==> src/source/simt_isa_pkg.sv <==
package simt_isa_pkg;

	// ********************
	// instruction format
	// ********************

	localparam int num_regs = 32;

	typedef logic [4:0] reg_addr_t;

	// register-register operations come first, the immediate forms last.
	typedef enum logic [3:0] {
		op_add  = 4'd0,
		op_sub  = 4'd1,
		op_and  = 4'd2,
		op_or   = 4'd3,
		op_xor  = 4'd4,
		op_sll  = 4'd5,
		op_srl  = 4'd6,
		op_addi = 4'd7,
		op_lui  = 4'd8
	} opcode_e;

	// the thread mask travels beside this struct, its width follows num_threads.
	typedef struct packed {
		opcode_e     opcode;
		reg_addr_t   rd;
		reg_addr_t   rs1;
		reg_addr_t   rs2;
		logic [19:0] imm;
	} instr_t;

endpackage

==> src/source/simt_lane_pkg.sv <==
package simt_lane_pkg;

	// ********************
	// lane data
	// ********************

	// lane arrays are sized for the widest warp, unused lanes stay zero.
	localparam int max_threads = 8;

	typedef logic [31:0] word_t;

	// decode to execute.
	typedef struct packed {
		simt_isa_pkg::opcode_e   opcode;
		simt_isa_pkg::reg_addr_t rd;
		logic [19:0]             imm;
		logic [max_threads-1:0]  mask;
		word_t [max_threads-1:0] a;
		word_t [max_threads-1:0] b;
	} exec_op_t;

	// execute to writeback, and the result leaving the core.
	typedef struct packed {
		simt_isa_pkg::reg_addr_t rd;
		logic [max_threads-1:0]  mask;
		word_t [max_threads-1:0] data;
	} result_t;

endpackage

==> src/source/simt_decode.sv <==
`timescale 1ns/10ps

module simt_decode #(
	parameter int num_threads = 4
) (
	input  logic                                    clk,
	input  logic                                    arst_n,
	input  logic                                    in_valid,
	output logic                                    in_ready,
	input  simt_isa_pkg::instr_t                    in_instr,
	input  logic [num_threads-1:0]                  in_mask,
	output simt_isa_pkg::reg_addr_t                 gpr_addr_a,
	output simt_isa_pkg::reg_addr_t                 gpr_addr_b,
	input  simt_lane_pkg::word_t [num_threads-1:0] gpr_data_a,
	input  simt_lane_pkg::word_t [num_threads-1:0] gpr_data_b,
	input  simt_isa_pkg::reg_addr_t                 ex_rd,
	input  logic                                    ex_busy,
	input  simt_isa_pkg::reg_addr_t                 wb_rd,
	input  logic                                    wb_busy,
	output logic                                    dec_valid,
	input  logic                                    dec_ready,
	output simt_lane_pkg::exec_op_t                 dec_op
);

	logic ready_en;
	logic s1_valid;
	logic s1_fresh;
	simt_isa_pkg::opcode_e s1_opcode;
	simt_isa_pkg::reg_addr_t s1_rd;
	logic [19:0] s1_imm;
	logic [simt_lane_pkg::max_threads-1:0] s1_mask;
	logic [simt_lane_pkg::max_threads-1:0] in_mask_wide;
	simt_lane_pkg::word_t [num_threads-1:0] hold_a;
	simt_lane_pkg::word_t [num_threads-1:0] hold_b;
	simt_lane_pkg::exec_op_t next_op;
	logic s1_busy;
	logic dec_busy;
	logic hazard;
	logic dec_load;
	logic s1_move;
	logic accept;

	function automatic logic depends(simt_isa_pkg::instr_t instr,
		simt_isa_pkg::reg_addr_t rd, logic busy);
		return busy && ((instr.rs1 == rd) || (instr.rs2 == rd));
	endfunction

	// ********************
	// hazard check and handshake
	// ********************

	assign gpr_addr_a = in_instr.rs1;
	assign gpr_addr_b = in_instr.rs2;

	assign s1_busy  = s1_valid && (s1_rd != '0) && (|s1_mask);
	assign dec_busy = dec_valid && (dec_op.rd != '0) && (|dec_op.mask);

	assign hazard = depends(in_instr, s1_rd, s1_busy) ||
		depends(in_instr, dec_op.rd, dec_busy) ||
		depends(in_instr, ex_rd, ex_busy) ||
		depends(in_instr, wb_rd, wb_busy);

	assign dec_load = !dec_valid || dec_ready;
	assign s1_move  = s1_valid && dec_load;
	assign in_ready = ready_en && (!s1_valid || s1_move) && !hazard;
	assign accept   = in_valid && in_ready;

	always_comb
	begin
		in_mask_wide = '0;
		in_mask_wide[num_threads-1:0] = in_mask;
	end

	// ********************
	// operand join
	// ********************

	// operands come straight from the register file in the cycle after
	// acceptance, and from the holding copy once that cycle has passed.
	always_comb
	begin
		next_op = '0;
		next_op.opcode = s1_opcode;
		next_op.rd = s1_rd;
		next_op.imm = s1_imm;
		next_op.mask = s1_mask;
		for (int t = 0; t < num_threads; t++)
		begin
			next_op.a[t] = s1_fresh ? gpr_data_a[t] : hold_a[t];
			next_op.b[t] = s1_fresh ? gpr_data_b[t] : hold_b[t];
		end
	end

	always_ff @(posedge clk or negedge arst_n)
	begin
		if (!arst_n)
		begin
			ready_en <= 1'b0;
			s1_valid <= 1'b0;
			s1_fresh <= 1'b0;
			dec_valid <= 1'b0;
		end
		else
		begin
			ready_en <= 1'b1;
			s1_fresh <= accept;
			if (accept)
				s1_valid <= 1'b1;
			else if (s1_move)
				s1_valid <= 1'b0;
			if (dec_load)
				dec_valid <= s1_valid;
		end
	end

	always_ff @(posedge clk)
	begin
		if (accept)
		begin
			s1_opcode <= in_instr.opcode;
			s1_rd <= in_instr.rd;
			s1_imm <= in_instr.imm;
			s1_mask <= in_mask_wide;
		end
		if (s1_fresh)
		begin
			hold_a <= gpr_data_a;
			hold_b <= gpr_data_b;
		end
		if (s1_move)
			dec_op <= next_op;
	end

endmodule

==> config.mk <==
export PLATFORM = sky130hd
export DESIGN_NAME = simt_decode
export DESIGN_NICKNAME = d
export VERILOG_FILES = /design/src/source/simt_isa_pkg.sv /design/src/source/simt_lane_pkg.sv /design/src/source/simt_decode.sv
export SDC_FILE = /design/constraint.sdc
export NUM_CORES = 1
export LEC_CHECK = 0
export ABC_AREA = 1
export BUFFER_PORTS_ARGS = -buffer_cell sky130_fd_sc_hd__buf_2
export CORE_AREA = 2 2 338 340
export CTS_BUF_LIST = sky130_fd_sc_hd__clkbuf_16
export DETAILED_ROUTE_END_ITERATION = 8
export DIE_AREA = 0 0 340 342
export GPL_TIMING_DRIVEN = 0
export HOLD_SLACK_MARGIN = 0.1
export PLACE_DENSITY = 0.5
export SLEW_MARGIN = 10
export SYNTH_ARGS = -nofsm -noshare
export SYNTH_HDL_FRONTEND = slang
export SYNTH_SLANG_ARGS = --single-unit
==> constraint.sdc <==
create_clock -name clk -period 16.3 [get_ports clk]
set_clock_uncertainty 0.05 [all_clocks]
set_input_delay 0.815 -clock clk [delete_from_list [all_inputs] [get_ports clk]]
set_output_delay 0.815 -clock clk [all_outputs]
set_load 0.05 [all_outputs]
### Word level (Yosys, flattened, before mapping)

Cells that the tools add are included.

* equality and inequality tests: 8
* multiplexer cells: 10
* reductions and logical operators: 29

Operator list (count)
* 2-to-1 mux 32 bit: 8
* == test 5 bit: 8
* logical AND 1 bit: 12
* nonzero test 5 bit: 2
* logical OR 1 bit: 9
* OR reduction 4 bit: 2
* logical NOT 1 bit: 3
* 2-to-1 mux 1 bit: 2
* nonzero test 2 bit: 1

* register bits: 582
* input port bits: 315
* logic and storage cells: 75

### Longest topological paths before layout

* depth after elaboration: 11
* gate-level depth with buffers: 12

### Worst setup path after synthesis

Ideal clock, no wire load.

* path kind: input to register
* from: input dec_ready
* to: register dec_op[0] (netlist name) (enable)
* arrival time: 14680 ps
* required time: 15216 ps
* slack: 535 ps
* stages: 2
* path through: inv_1 -> a21oi_1

* cells in the longest elaborated chain, start to end: 2

Ends and longest elaborated chain
* start: declaration: RTL line simt_decode.sv:21 `input logic dec_ready,`
* logical OR 1 bit: RTL line simt_decode.sv:63 `assign dec_load = !dec_valid || dec_ready;`
* logical AND 1 bit: RTL line simt_decode.sv:64 `assign s1_move = s1_valid && dec_load;`
* via s1_move: RTL line simt_decode.sv:40 `logic s1_move;`
* end signal: assignment: RTL line simt_decode.sv:131 `dec_op <= next_op;`
* end: declaration: RTL line simt_decode.sv:22 `output simt_lane_pkg::exec_op_t dec_op`

The timed path passes the listed nets, and every way through them passes these cells.
A chain may end at the register's enable or synchronous reset.

==> metrics.cfg <==
[run_status]
status = finished, final reports clean

[final_layout]
fin_util_pct = 28.3
final_cells = 3839
mostFrequentLayoutCells = 617 x buf_2, 578 x edfxtp_1, 294 x buf_4, 261 x conb_1, 256 x mux2_2
layout.cells.most_common = buf_2
nets = 2588
areaGrowthSynthToFinish_pct = 36.9
drive_above_1_share_pct = 55.4

[setup_path]
crit_type = reg2reg
required_ns = 16.61
cp_slowest_cell = dfrtp_4
crit_buf_inv = 5
worstPathCellList = buf_16, buf_16, buf_16, buf_2, buf_4, mux2_2
cp-end-kind = flip-flop
critPathMaxFanout = 53
cpMostUsedCell = buf_16
max_stage_delay_ns = 0.69
cp.arrival_ns = 3.52
cp-start-kind = flip-flop
critPathTopFamily = buffers and inverters

[power]
power.total_uw = 4010
peakVddDrop_v = 0.0000776
total_leakage_power_uw = 0.0131
powerDensity_mw_per_mm2 = 125

[synthesis]
yosysWarnings = 0
synth_cells = 1308
syn_area_mm2 = 0.0234
seq_area_frac_synth_pct = 74.7
ys_seq_elements = 582
ys_types = 20
avgSynthCellArea_um2 = 17.9

[clock_tree]
clk_pin_slew_worst_paths_ns = 0.06
clock_tree.root_cell = clkbuf_16
clk_latency_ns = 0.62
cts_buffers = 69
cts_resized = 0
cts_tree = built
cts-htree-levels = 3
clock_path_buffers = 3
cts.sinks = 582

[flow_run]
maxCapViolations = 0

[detailed_routing]
dr.pass1.iters = 7
vias = 13100
drc = 0
routed_wl_mm = 60.8
antenna_left = 0
drt_iter0_drc = 596
avgViaCountPerCell = 3.42
wl_per_cell_um = 15.8

[timing]
final-hold-violation-count = 0
period_needed_ns = 3.20
rsz0062_at_grt = no
slew_violations = 0
slew_headroom_pct = 57.2
period_share_pct = 19.6
setup_viol = 0
worst_slew_pin_slew_ns = 0.641
clock.fmax_mhz = 312
whs_ns = 0.314

[global_route]
grt_usage_pct = 9.91
grt_pass1_wl_mm = 86.1
first_global_vias = 12900
overflow = 0
antenna_found_initial = 16
grt_start_max_net_pins = 58

[die]
fp-row-count = 124
ioPinCount = 876
die_y_um = 342
die_w_um = 340
initial_utilization_pct = 20.7
dieArea_mm2 = 0.116
core_area_mm2 = 0.113

[place]
placed_cells = 3713
hpwlAfterDp_mm = 45.4
gp_congestion = 0.745
portBuffers = 613

[worst_hold_path]
min_path_type = in2reg

## cell type report
cell class | instances | area [um^2]
antenna | 4 | 10.0
timing repair buffer | 635 | 3610
inverter | 30 | 113
multi-input combinational | 655 | 4540
buffer | 300 | 2250
sequential | 582 | 17500
fill | 11600 | 81100
tap | 1512 | 1890
clock buffer | 69 | 1730
clock inverter | 52 | 404
## path summary, 6_finish.rpt
| path | from | to | slack, ns | cells past startpoint |
|---|---|---|---|---|
| max reg2reg | s1_fresh | dec_op[280] | 13.10 | 6 |
| max in group asynchronous | arst_n | s1_fresh | 15.52 | 2 |
| min | in_instr[17] | s1_imm[17] | 0.31 | 1 |
| min in group asynchronous | arst_n | dec_valid | 0.50 | 2 |
| min reg2reg | s1_imm[5] | dec_op[525] | 0.37 | 0 |
| max | s1_fresh | dec_op[280] | 13.10 | 6 |
## flip-flops by register name, indices dropped and copies added (netlist names)
register / count
dec_op: 289
hold_a: 128
hold_b: 128
s1_imm: 20
s1_rd: 5
s1_mask: 4
s1_opcode: 4
dec_valid: 1
ready_en: 1
s1_fresh: 1
s1_valid: 1
## where the power goes
group	total, uW	switching [uW]	internal, uW
Clock	1450	618	837
Sequential	1820	29.3	1790
Combinational	741	530	211
Total	4010	1180	2840
## worst reg2reg max path, delay by kind of cell, from the launching register on
kind,cells,cell delay [ns]
flops,1,0.69
mux,1,0.41
buf+inv,5,1.81
## kinds of logic after synthesis
logic type,share of synthesized area [%]
xor+xnor,0.749
compound gates,0.107
flops,74.7
simple gates,2.00
mux,12.3
other cells,0.0321
buf+inv,10.1
## repair_timing
item | in CTS | in global routing
hold buffers | 1 | 0
endpoints found under the hold margin | 4 | 0
setup buffers | 0 | 0
## per-stage QoR
step	TNS [ns]	worst slack, ns	cell area, um^2
CTS	0	13.00	32000
detailed placement	0	12.98	29900
finish	0	13.10	32000
floorplan	0	0.535	24300
global route	0	12.95	32000
global placement	-2675.39	-9.32	29300
## synthesized netlist by cell type (all sizes together)
cell type,n,area share [%]
nand3,13,0.34
a21oi,3,0.080
dfrtp,4,0.43
mux2,256,12
edfxtp,578,74
xor2,12,0.45
inv,30,0.48
nor2,24,0.39
nor3,2,0.043
conb,2,0.032
xnor2,8,0.30
a31oi,1,0.027
buf,300,9.6
nand2,75,1.2
## layer usage
layer / global-route usage (%) / vias to the layer above / wire length (um)
li1: - / 6223 / -
met5: 0 / - / 36
met4: 3.81 / 4 / 1850
met3: 3.65 / 124 / 5250
met2: 17.1 / 577 / 30300
met1: 11.1 / 6198 / 23400
Power figures use the tool's default switching activity.
