<file path="config.mk">
export PLATFORM = sky130hd
export DESIGN_NAME = simt_writeback
export DESIGN_NICKNAME = d
export VERILOG_FILES = /design/src/source/simt_isa_pkg.sv /design/src/source/simt_lane_pkg.sv /design/src/source/simt_writeback.sv
export SDC_FILE = /design/constraint.sdc
export NUM_CORES = 1
export LEC_CHECK = 0
export BUFFER_PORTS_ARGS = -buffer_cell sky130_fd_sc_hd__buf_2
export CORE_AREA = 2 2 270 272
export CTS_CLUSTER_DIAMETER = 80
export DETAILED_ROUTE_END_ITERATION = 10
export DIE_AREA = 0 0 272 274
export HOLD_SLACK_MARGIN = 0.03
export PLACE_DENSITY_LB_ADDON = 0.05
export SLEW_MARGIN = 20
export SYNTH_ARGS = -nofsm -noshare
export SYNTH_HDL_FRONTEND = slang
export SYNTH_SLANG_ARGS = --single-unit
</file>
<file path="constraint.sdc">
create_clock -name clk -period 8.9 [get_ports clk]
set_clock_uncertainty 0.15 [all_clocks]
set_input_delay 0.89 -clock clk [delete_from_list [all_inputs] [get_ports clk]]
set_output_delay 0.89 -clock clk [all_outputs]
set_load 0.01 [all_outputs]
</file>
<file path="src/source/simt_isa_pkg.sv">
package simt_isa_pkg;

	// ********************
	// instruction format
	// ********************

	localparam int num_regs = 32;

	typedef logic [4:0] reg_addr_t;

	// register-register operations come first, the immediate forms last.
	typedef enum logic [3:0] {
		op_add  = 4'd0,
		op_sub  = 4'd1,
		op_and  = 4'd2,
		op_or   = 4'd3,
		op_xor  = 4'd4,
		op_sll  = 4'd5,
		op_srl  = 4'd6,
		op_addi = 4'd7,
		op_lui  = 4'd8
	} opcode_e;

	// the thread mask travels beside this struct, its width follows num_threads.
	typedef struct packed {
		opcode_e     opcode;
		reg_addr_t   rd;
		reg_addr_t   rs1;
		reg_addr_t   rs2;
		logic [19:0] imm;
	} instr_t;

endpackage

</file>
<file path="src/source/simt_lane_pkg.sv">
package simt_lane_pkg;

	// ********************
	// lane data
	// ********************

	// lane arrays are sized for the widest warp, unused lanes stay zero.
	localparam int max_threads = 8;

	typedef logic [31:0] word_t;

	// decode to execute.
	typedef struct packed {
		simt_isa_pkg::opcode_e   opcode;
		simt_isa_pkg::reg_addr_t rd;
		logic [19:0]             imm;
		logic [max_threads-1:0]  mask;
		word_t [max_threads-1:0] a;
		word_t [max_threads-1:0] b;
	} exec_op_t;

	// execute to writeback, and the result leaving the core.
	typedef struct packed {
		simt_isa_pkg::reg_addr_t rd;
		logic [max_threads-1:0]  mask;
		word_t [max_threads-1:0] data;
	} result_t;

endpackage

</file>
<file path="src/source/simt_writeback.sv">
`timescale 1ns/10ps

module simt_writeback #(
	parameter int num_threads = 4
) (
	input  logic                                    clk,
	input  logic                                    arst_n,
	input  logic                                    ex_valid,
	output logic                                    ex_ready,
	input  simt_lane_pkg::result_t                  ex_result,
	output logic                                    out_valid,
	input  logic                                    out_ready,
	output simt_lane_pkg::result_t                  out_result,
	output simt_isa_pkg::reg_addr_t                 wb_rd,
	output logic                                    wb_busy,
	output logic                                    gpr_wr_en,
	output simt_isa_pkg::reg_addr_t                 gpr_wr_addr,
	output logic [num_threads-1:0]                  gpr_wr_lane_en,
	output simt_lane_pkg::word_t [num_threads-1:0] gpr_wr_data
);

	// the result waits here until the output side takes it.
	assign ex_ready = !out_valid || out_ready;

	always_ff @(posedge clk or negedge arst_n)
	begin
		if (!arst_n)
			out_valid <= 1'b0;
		else if (ex_ready)
			out_valid <= ex_valid;
	end

	always_ff @(posedge clk)
	begin
		if (ex_valid && ex_ready)
			out_result <= ex_result;
	end

	// ********************
	// register file commit
	// ********************

	// the commit lands on the same edge as the output transfer.
	assign gpr_wr_en      = out_valid && out_ready;
	assign gpr_wr_addr    = out_result.rd;
	assign gpr_wr_lane_en = out_result.mask[num_threads-1:0];
	assign gpr_wr_data    = out_result.data[num_threads-1:0];

	assign wb_rd   = out_result.rd;
	assign wb_busy = out_valid && (out_result.rd != '0) && (|out_result.mask);

endmodule

</file>
* Word level (Yosys, flattened, before mapping)
Index checks and enable logic that the tools add are counted.
** Word-level totals
- Register bits after elaboration :: 270
- Input bits :: 273
- Output and inout port bits :: 415
- Logic and storage cells :: 19
** Operators by class
- Reduce and logical (&&, ||, !) cells :: 8
** Operators by type and width (number)
- $reduce_or A8 Y1 :: 1
- $reduce_bool A5 Y1 :: 1
- $logic_and A1 B1 Y1 :: 4
- $logic_not A1 Y1 :: 1
- $logic_or A1 B1 Y1 :: 1

* Depth between registers and ports, before layout
Gate-level depths: netlist (run 1).
- Depth after elaboration :: 3
- Depth in mapped cells :: 3
- Mapped depth without buffers :: 3

* Least setup slack after synthesis (run 1)
OpenSTA, ideal clock, no wires.
- Kind :: input -> register
- Start point :: input port out_ready
- End point :: register out_result (netlist bit gpr_wr_addr[0]) (enable)
- Setup time :: 0.665 ns
- Data arrival time :: 7.222 ns
- Setup slack :: 0.863 ns
- Cell stages on the path :: 2
- Path buffers :: 0
- Path through :: nand2b_1 and2_1
** Between the ends
- Longest elaborated chain between the ends :: 2
** RTL lines
- start: declaration :: RTL line simt_writeback.sv:12 : input logic out_ready,
- $logic_or A1 B1 Y1 :: RTL line simt_writeback.sv:23 : assign ex_ready = !out_valid || out_ready;
- $logic_and A1 B1 Y1 :: RTL line simt_writeback.sv:35 : if (ex_valid && ex_ready)
- end signal: assignment :: RTL line simt_writeback.sv:36 : out_result <= ex_result;
- end: declaration :: RTL line simt_writeback.sv:13 : output simt_lane_pkg::result_t out_result,
Every way passes these cells.
A chain may end at the register's enable or synchronous reset.

* Worst setup path after layout (run 1)
- Start point :: register out_result (netlist bit gpr_wr_lane_en[1])
- End point :: output port wb_busy
** Between the ends
- Longest elaborated chain between the ends :: 2
** RTL lines
- $reduce_or A8 Y1 :: RTL line simt_writeback.sv:50 : assign wb_busy = out_valid && (out_result.rd != '0) && (|out_result.mask);
- $logic_and A1 B1 Y1 :: RTL line simt_writeback.sv:50
- end: declaration :: RTL line simt_writeback.sv:15 : output logic wb_busy,
Every way passes these cells.

==> results.md, run 1 <==
* **outcome** finished, final reports clean
* **setup tns final** 0 ns
* **end of the worst register-to-register path** out_result[263]
* **cell area after placement** 0.0128 mm^2
* **height of the chip** 274 um
* **count of maximum capacitance violations** 0
* **total power consumption of the routed design** 3.24 mW
* **number of sinks driven by the clock tree** 270
* **Post-Layout Inst Area** 0.0141 mm^2
* **drc violations** 0
* **endpoint type of the worst setup path** output port
* **reg2reg setup slack** 6.07 ns
* **area of the die** 0.0745 mm^2
* **logic depth of the worst register-to-register path** 4
* **antenna violations before repair** 7
* **kind of start point of the critical path** flip-flop
* **proportion of netlist area held by the largest area contributor** 0.875
* **number of buffers inserted by post-CTS setup repair** 0
* **root buffer cell** sky130_fd_sc_hd__clkbuf_16
* **total number of vias** 5,803
* **remaining max-slew budget at the tightest pin** 0.396
* **placeable core region** 0.0720 mm^2
* **type of the worst min-delay path** in2reg
* **RSZ-0062 raised after global routing** false
* **I/O pin cnt** 688
* **quantity of hold-fixing buffers added after cts** 1
* **Synth warnings** 0
* **syn nets** 695
* **number of instances on the worst hold path** 1
* **GRT Residual Overflow** 0
* **post-synthesis cell type count** 10
* **beginning of the worst register-to-register path** out_valid
* **Critical Path AT** 1.86 ns
* **Die X-Extent** 272 um
* **leakage component of the power** 5.91 nW
* **Crit Path Category** reg2out
* **Max H-tree Level** 2
* **post-layout net count** 1,285
* **Max clock buf depth** 3
* **final hold violation count** 0
* **Antenna diodes** 0
* **transition time at the pin with the least slew margin** 0.906 ns
* **mean number of vias per cell** 2.91
* **total number of placement rows** 99
* **post-route antenna net violation count** 0
* **via count of the first global-routing pass** 5,959
* **overall track demand over capacity in global routing** 0.0852
* **quantity of gates resized following cts** 0
* **clock tree from TritonCTS** yes
* **Worst IR Drop VDD** 0.000102 V
* **most common cell in the synthesized netlist** sky130_fd_sc_hd__edfxtp_1
* **Worst-path clk slew** 0.05 ns
* **Max Fanout on Critical Path** 3
* **largest net degree at the start of global routing** 149
* **mapped cell area** 0.00923 mm^2
* **Setup crit start** gpr_wr_lane_en[1]
* **source-to-sink clock delay at the later pin of the worst-skew pair** 0.53 ns
* **post-synthesis sequential element count** 270
* **Setup violations, final** 0
* **cell area power density** 231 mW/mm^2
* **wire length of the first global-routing pass** 44,600 um
* **number of slew-limit violations in the final report** 0
* **main flop type after synthesis** sky130_fd_sc_hd__edfxtp_1
* **final critical-path required period** 2.90 ns
* **number of optimization iterations in the first detailed-route pass** 4
* **GP Congestion** 0.692
* **I/O Buffers** 687
* **count of flip-flops with a built-in enable after synthesis** 269
* **Seq/Total Area, Yosys** 0.878
* **synthesis-to-layout area growth** 52.4%
* **Multi-input gate area** 61.3 um^2
* **Post-DP HPWL** 26,500 um
* **Post-Synthesis Cells** 422
* **number of fill cells** 7,840
* **area leader, netlist** sky130_fd_sc_hd__edfxtp_1
* **ranking of synthesized cells by area** sky130_fd_sc_hd__edfxtp_1 (88%), sky130_fd_sc_hd__buf_4 (12%), sky130_fd_sc_hd__dfrtp_1 (0.27%)
* **post-synthesis async set-or-reset flop share** 0.00370
* **share of final-layout standard cells stronger than drive strength 1** 0.714
* **count of placed standard cells including taps** 1,928
* **routed wirelength normalized by instance count** 17.2 um
* **max frequency** 345 MHz
* **Starting DRT DRC Count** 159
* **clock buffers created by TritonCTS** 39
* **total length of routed wires** 34,200 um
* **area used by sequential logic in the layout** 0.00810 mm^2
* **critical path required time** 7.86 ns
* **number of non-filler instances in the completed layout** 1,995
* **cell types with the highest counts after synthesis** sky130_fd_sc_hd__edfxtp_1 (269), sky130_fd_sc_hd__buf_4 (142), sky130_fd_sc_hd__and2_1 (2), sky130_fd_sc_hd__nand2b_1 (2), sky130_fd_sc_hd__or4_1 (2)
* **final worst-path cycle share** 0.326
* **initial cell density of the core** 0.128
* **average cell area after synthesis** 21.9 um^2
* **Worst Setup EP** wb_busy
logic make-up (layout without fill, tap and decap cells):
logic type             after synthesis  in the layout  share of synthesized area
flip-flops                         270            270                      0.878
buffers and inverters              142            756                      0.116
AND/OR/NAND/NOR                      8              8                    0.00529
AO/OA/AOI/OAI                        2              2                    0.00108
metal layers:
metal,GRT usage,routed length [um]
met5,0,94
met4,0.0320,889
met3,0.0440,3680
met2,0.161,19200
met1,0.0761,10400
sequential cells by signal, summed over array words and instances (netlist names):
register and count:
gpr_wr_lane_en 4, out_result 132, gpr_wr_data 128, gpr_wr_addr 5, out_valid 1
final cells by class:
cell class,count,area share
Timing Repair Buffer,691,0.249
Tap cell,959,0.0853
Clock inverter,18,0.0103
Clock buffer,47,0.0746
Multi-Input combinational cell,10,0.00436
Sequential cell,270,0.576
stage by stage:
stage	setup WS, ns	hold slack [ns]	util
final	6.00	0.379	0.195
after global routing	5.86	0.330	0.195
after CTS	5.89	0.315	0.195
after detailed placement	5.49	0.441	0.178
after global placement	5.45	0.449	0.178
after floorplan	0.863	0.444	-
how the worst min path moves through the flow:
stage	startpoint	to
finish	ex_result[167]	out_result[167]
global route	ex_result[63]	gpr_wr_data[63]
CTS	ex_result[5]	gpr_wr_data[5]
detailed placement	out_valid	out_valid
global placement	out_valid	out_valid
floorplan	arst_n	out_valid
critical path, stage by stage, from the launching register on:
cell                       delay (ns)
sky130_fd_sc_hd__edfxtp_1        0.39
sky130_fd_sc_hd__or4_1           0.58
sky130_fd_sc_hd__o21ai_1         0.17
sky130_fd_sc_hd__a21oi_1         0.06
sky130_fd_sc_hd__buf_2           0.14
cells in the final DEF, fill, tap and decap left out, types with 2 or more instances in the layout:
cell                        synthesis  layout
sky130_fd_sc_hd__inv_6              0       2
sky130_fd_sc_hd__buf_2              0     687
sky130_fd_sc_hd__or4_1              2       2
sky130_fd_sc_hd__edfxtp_1         269     269
sky130_fd_sc_hd__nand2b_1           2       2
sky130_fd_sc_hd__clkbuf_16          0      41
sky130_fd_sc_hd__bufinv_16          0       2
sky130_fd_sc_hd__clkbuf_1           0       6
sky130_fd_sc_hd__clkinv_1           0      10
sky130_fd_sc_hd__clkinv_2           0       2
power breakdown:
part           switching [mW]  internal (mW)
clock                   0.578          0.892
sequential             0.0285           1.49
combinational           0.150          0.109
Note: power is estimated with default switching activity, not from simulation.
==> inputs of run 2 (changes only) <==
clock period = 3 ns   (was 8.9 ns; I/O delays follow)
==> run 2 against run 1 <==
Effect of this change:
- sequential share of layout area is 9.7 points lower
- first-iteration DRC count is the same
- worst setup slack lost 5.3 ns
- hold slack got worse by 0.065 ns
- largest power group is now clock
- non-clock buffer count rose by 280
- clock-buffer cell count rose by 4
- combinational power grew to 4.1 times the previous value
- critical path depth unchanged
==> results.md, run 2 (same netlist as run 1, synthesis figures left out) <==
* **internal power of the cells** 7.74 mW
* **endpoint type of the worst setup path** output port
* **wire length of the first global-routing pass** 48,100 um
* **count of maximum capacitance violations** 0
* **initial cell density of the core** 0.128
* **Critical Path AT** 1.90 ns
* **transition time at the pin with the least slew margin** 0.486 ns
* **Worst IR Drop VDD** 0.000328 V
* **placeable core region** 0.0720 mm^2
* **Max H-tree Level** 2
* **sw power** 2.35 mW
* **routed wirelength normalized by instance count** 15.5 um
* **Setup violations, final** 0
* **Seq pwr share** 0.446
* **largest net degree at the start of global routing** 78
* **clock buffers created by TritonCTS** 40
* **number of buffers inserted by post-CTS setup repair** 0
* **Post-DP HPWL** 27,300 um
* **post-route antenna net violation count** 0
* **relative contribution of combinational cells to total power** 0.107
* **GP Congestion** 0.697
* **Die X-Extent** 272 um
* **root buffer cell** sky130_fd_sc_hd__clkbuf_16
* **register name with the most flops** out_result
* **overall track demand over capacity in global routing** 0.0886
* **final hold violation count** 0
* **Starting DRT DRC Count** 159
* **worst hold endpoint** gpr_wr_data[15]
* **hold_sp** ex_result[15]
* **total length of routed wires** 35,400 um
* **mean number of vias per cell** 2.98
* **synthesis-to-layout area growth** 83.2%
* **leakage component of the power** 7.11 nW
* **number of fill cells** 7,674
* **Worst-path clk slew** 0.06 ns
* **flip-flop count of the largest register, all copies and words added** 132
* **Post-Layout Inst Area** 0.0169 mm^2
* **switching share of power** 0.233
* **source-to-sink clock delay at the later pin of the worst-skew pair** 0.53 ns
* **number of slew-limit violations in the final report** 0
* **end of the worst register-to-register path** gpr_wr_data[101]
* **cell area after placement** 0.0129 mm^2
* **Crit Path Category** reg2out
* **most frequent standard cell in the layout excluding fill and tap cells** sky130_fd_sc_hd__buf_2
* **max frequency** 426 MHz
* **area of the die** 0.0745 mm^2
* **drc violations** 0
* **clock network power share** 0.447
* **post-layout net count** 1,566
* **leading cell types in the layout, fill and taps excluded** sky130_fd_sc_hd__buf_2 (687), sky130_fd_sc_hd__dlygate4sd3_1 (273), sky130_fd_sc_hd__edfxtp_1 (269), sky130_fd_sc_hd__clkbuf_16 (41), sky130_fd_sc_hd__clkbuf_1 (10)
* **final worst-path cycle share** 0.782
* **kind of start point of the critical path** flip-flop
* **outcome** finished, final reports clean
* **critical path required time** 2.55 ns
* **I/O pin cnt** 688
* **total number of vias** 6,791
* **clock tree from TritonCTS** yes
* **reg2reg setup slack** 1.03 ns
* **total power consumption of the routed design** 10.1 mW
* **via count of the first global-routing pass** 7,316
* **number of instances on the worst hold path** 2
* **RSZ-0062 raised after global routing** false
* **beginning of the worst register-to-register path** out_valid
* **type of the worst min-delay path** in2reg
* **height of the chip** 274 um
* **number of sinks driven by the clock tree** 270
* **total number of placement rows** 99
* **logic depth of the worst register-to-register path** 4
* **share of final-layout standard cells stronger than drive strength 1** 0.572
* **I/O Buffers** 687
* **GRT Residual Overflow** 0
* **number of optimization iterations in the first detailed-route pass** 4
* **Max Fanout on Critical Path** 3
* **Max clock buf depth** 3
* **cell area power density** 597 mW/mm^2
* **remaining max-slew budget at the tightest pin** 0.676
* **antenna violations before repair** 1
* **final critical-path required period** 2.35 ns
[run 2: changes by cell type in the layout (fill, tap and decap cells not counted), moves of 2 or more]
cell / previous run / this run
sky130_fd_sc_hd__dlygate4sd3_1: 1 / 273
sky130_fd_sc_hd__buf_12: 1 / 3
sky130_fd_sc_hd__clkinvlp_4: 0 / 2
sky130_fd_sc_hd__clkinv_2: 2 / 6
sky130_fd_sc_hd__inv_6: 2 / 4
sky130_fd_sc_hd__clkbuf_1: 6 / 10
sky130_fd_sc_hd__buf_4: 1 / 8
sky130_fd_sc_hd__clkinv_1: 10 / 4
[run 2: metrics by stage]
step	setup slack, ns	setup TNS, ns	utilization	std cells	hold slack (ns)
2_1_floorplan	-0.0974	-26.19	-	422	-0.146
3_3_place_gp	0.972	0	0.180	1937	-0.0613
3_5_place_dp	0.966	0	0.180	1937	-0.0658
4_1_cts	0.574	0	0.235	2280	0.260
5_1_grt	0.521	0	0.235	2281	0.285
6_report	0.653	0	0.235	2281	0.313
[run 2: critical path, cell delays in order, from the launching register on]
cell and delay (ns):
sky130_fd_sc_hd__edfxtp_1 0.39, sky130_fd_sc_hd__or4_1 0.59, sky130_fd_sc_hd__o21ai_1 0.20, sky130_fd_sc_hd__a21oi_1 0.06, sky130_fd_sc_hd__buf_2 0.14
[run 2: final cells by class]
cell class                      count  area [um^2]  share of cell area
Tap cell                          959         1200              0.0710
Sequential cell                   270         8100               0.479
Clock buffer                       51         1060              0.0629
Antenna cell                        1         2.50            0.000148
Clock inverter                     19          185              0.0110
Timing Repair Buffer              971         6290               0.372
Multi-Input combinational cell     10         61.3             0.00363
[run 2: metal layers]
| layer | GRT usage | wire length [um] | up-vias |
|---|---|---|---|
| met5 | 0 | 0 | - |
| met4 | 0.0302 | 821 | 0 |
| met3 | 0.0349 | 2990 | 52 |
| met2 | 0.172 | 20000 | 318 |
| met1 | 0.0839 | 11600 | 3229 |
| li1 | - | - | 3192 |
[run 2: power groups by stage]
stage / Clock, mW / Sequential (mW) / Combinational (mW)
CTS: 4.78 / 4.51 / 1.11
detailed placement: 0 / 4.58 / 0.805
global placement: 0 / 4.59 / 0.818
floorplan: 0 / 4.68 / 0.263
global route: 4.89 / 4.52 / 1.17
finish: 4.52 / 4.50 / 1.07
[run 2: worst max-delay path by stage]
stage                            endpoint              start  slack, ns  cells after the start
after floorplan            gpr_wr_addr[0]          out_valid       -0.1                      2
after CTS                         wb_busy  gpr_wr_lane_en[0]       0.57                      4
after detailed placement  gpr_wr_data[23]          out_valid       0.97                      4
final                             wb_busy  gpr_wr_lane_en[1]       0.65                      4
after global routing              wb_busy  gpr_wr_lane_en[1]       0.52                      4
after global placement    gpr_wr_data[58]          out_valid       0.97                      4
[run 2: repair_timing]
item | 4_1_cts | 5_1_grt
hold buffers | 273 | 0
resized for setup | 0 | 0
setup endpoints to repair | 0 | 0
endpoints found under the hold margin | 271 | 0
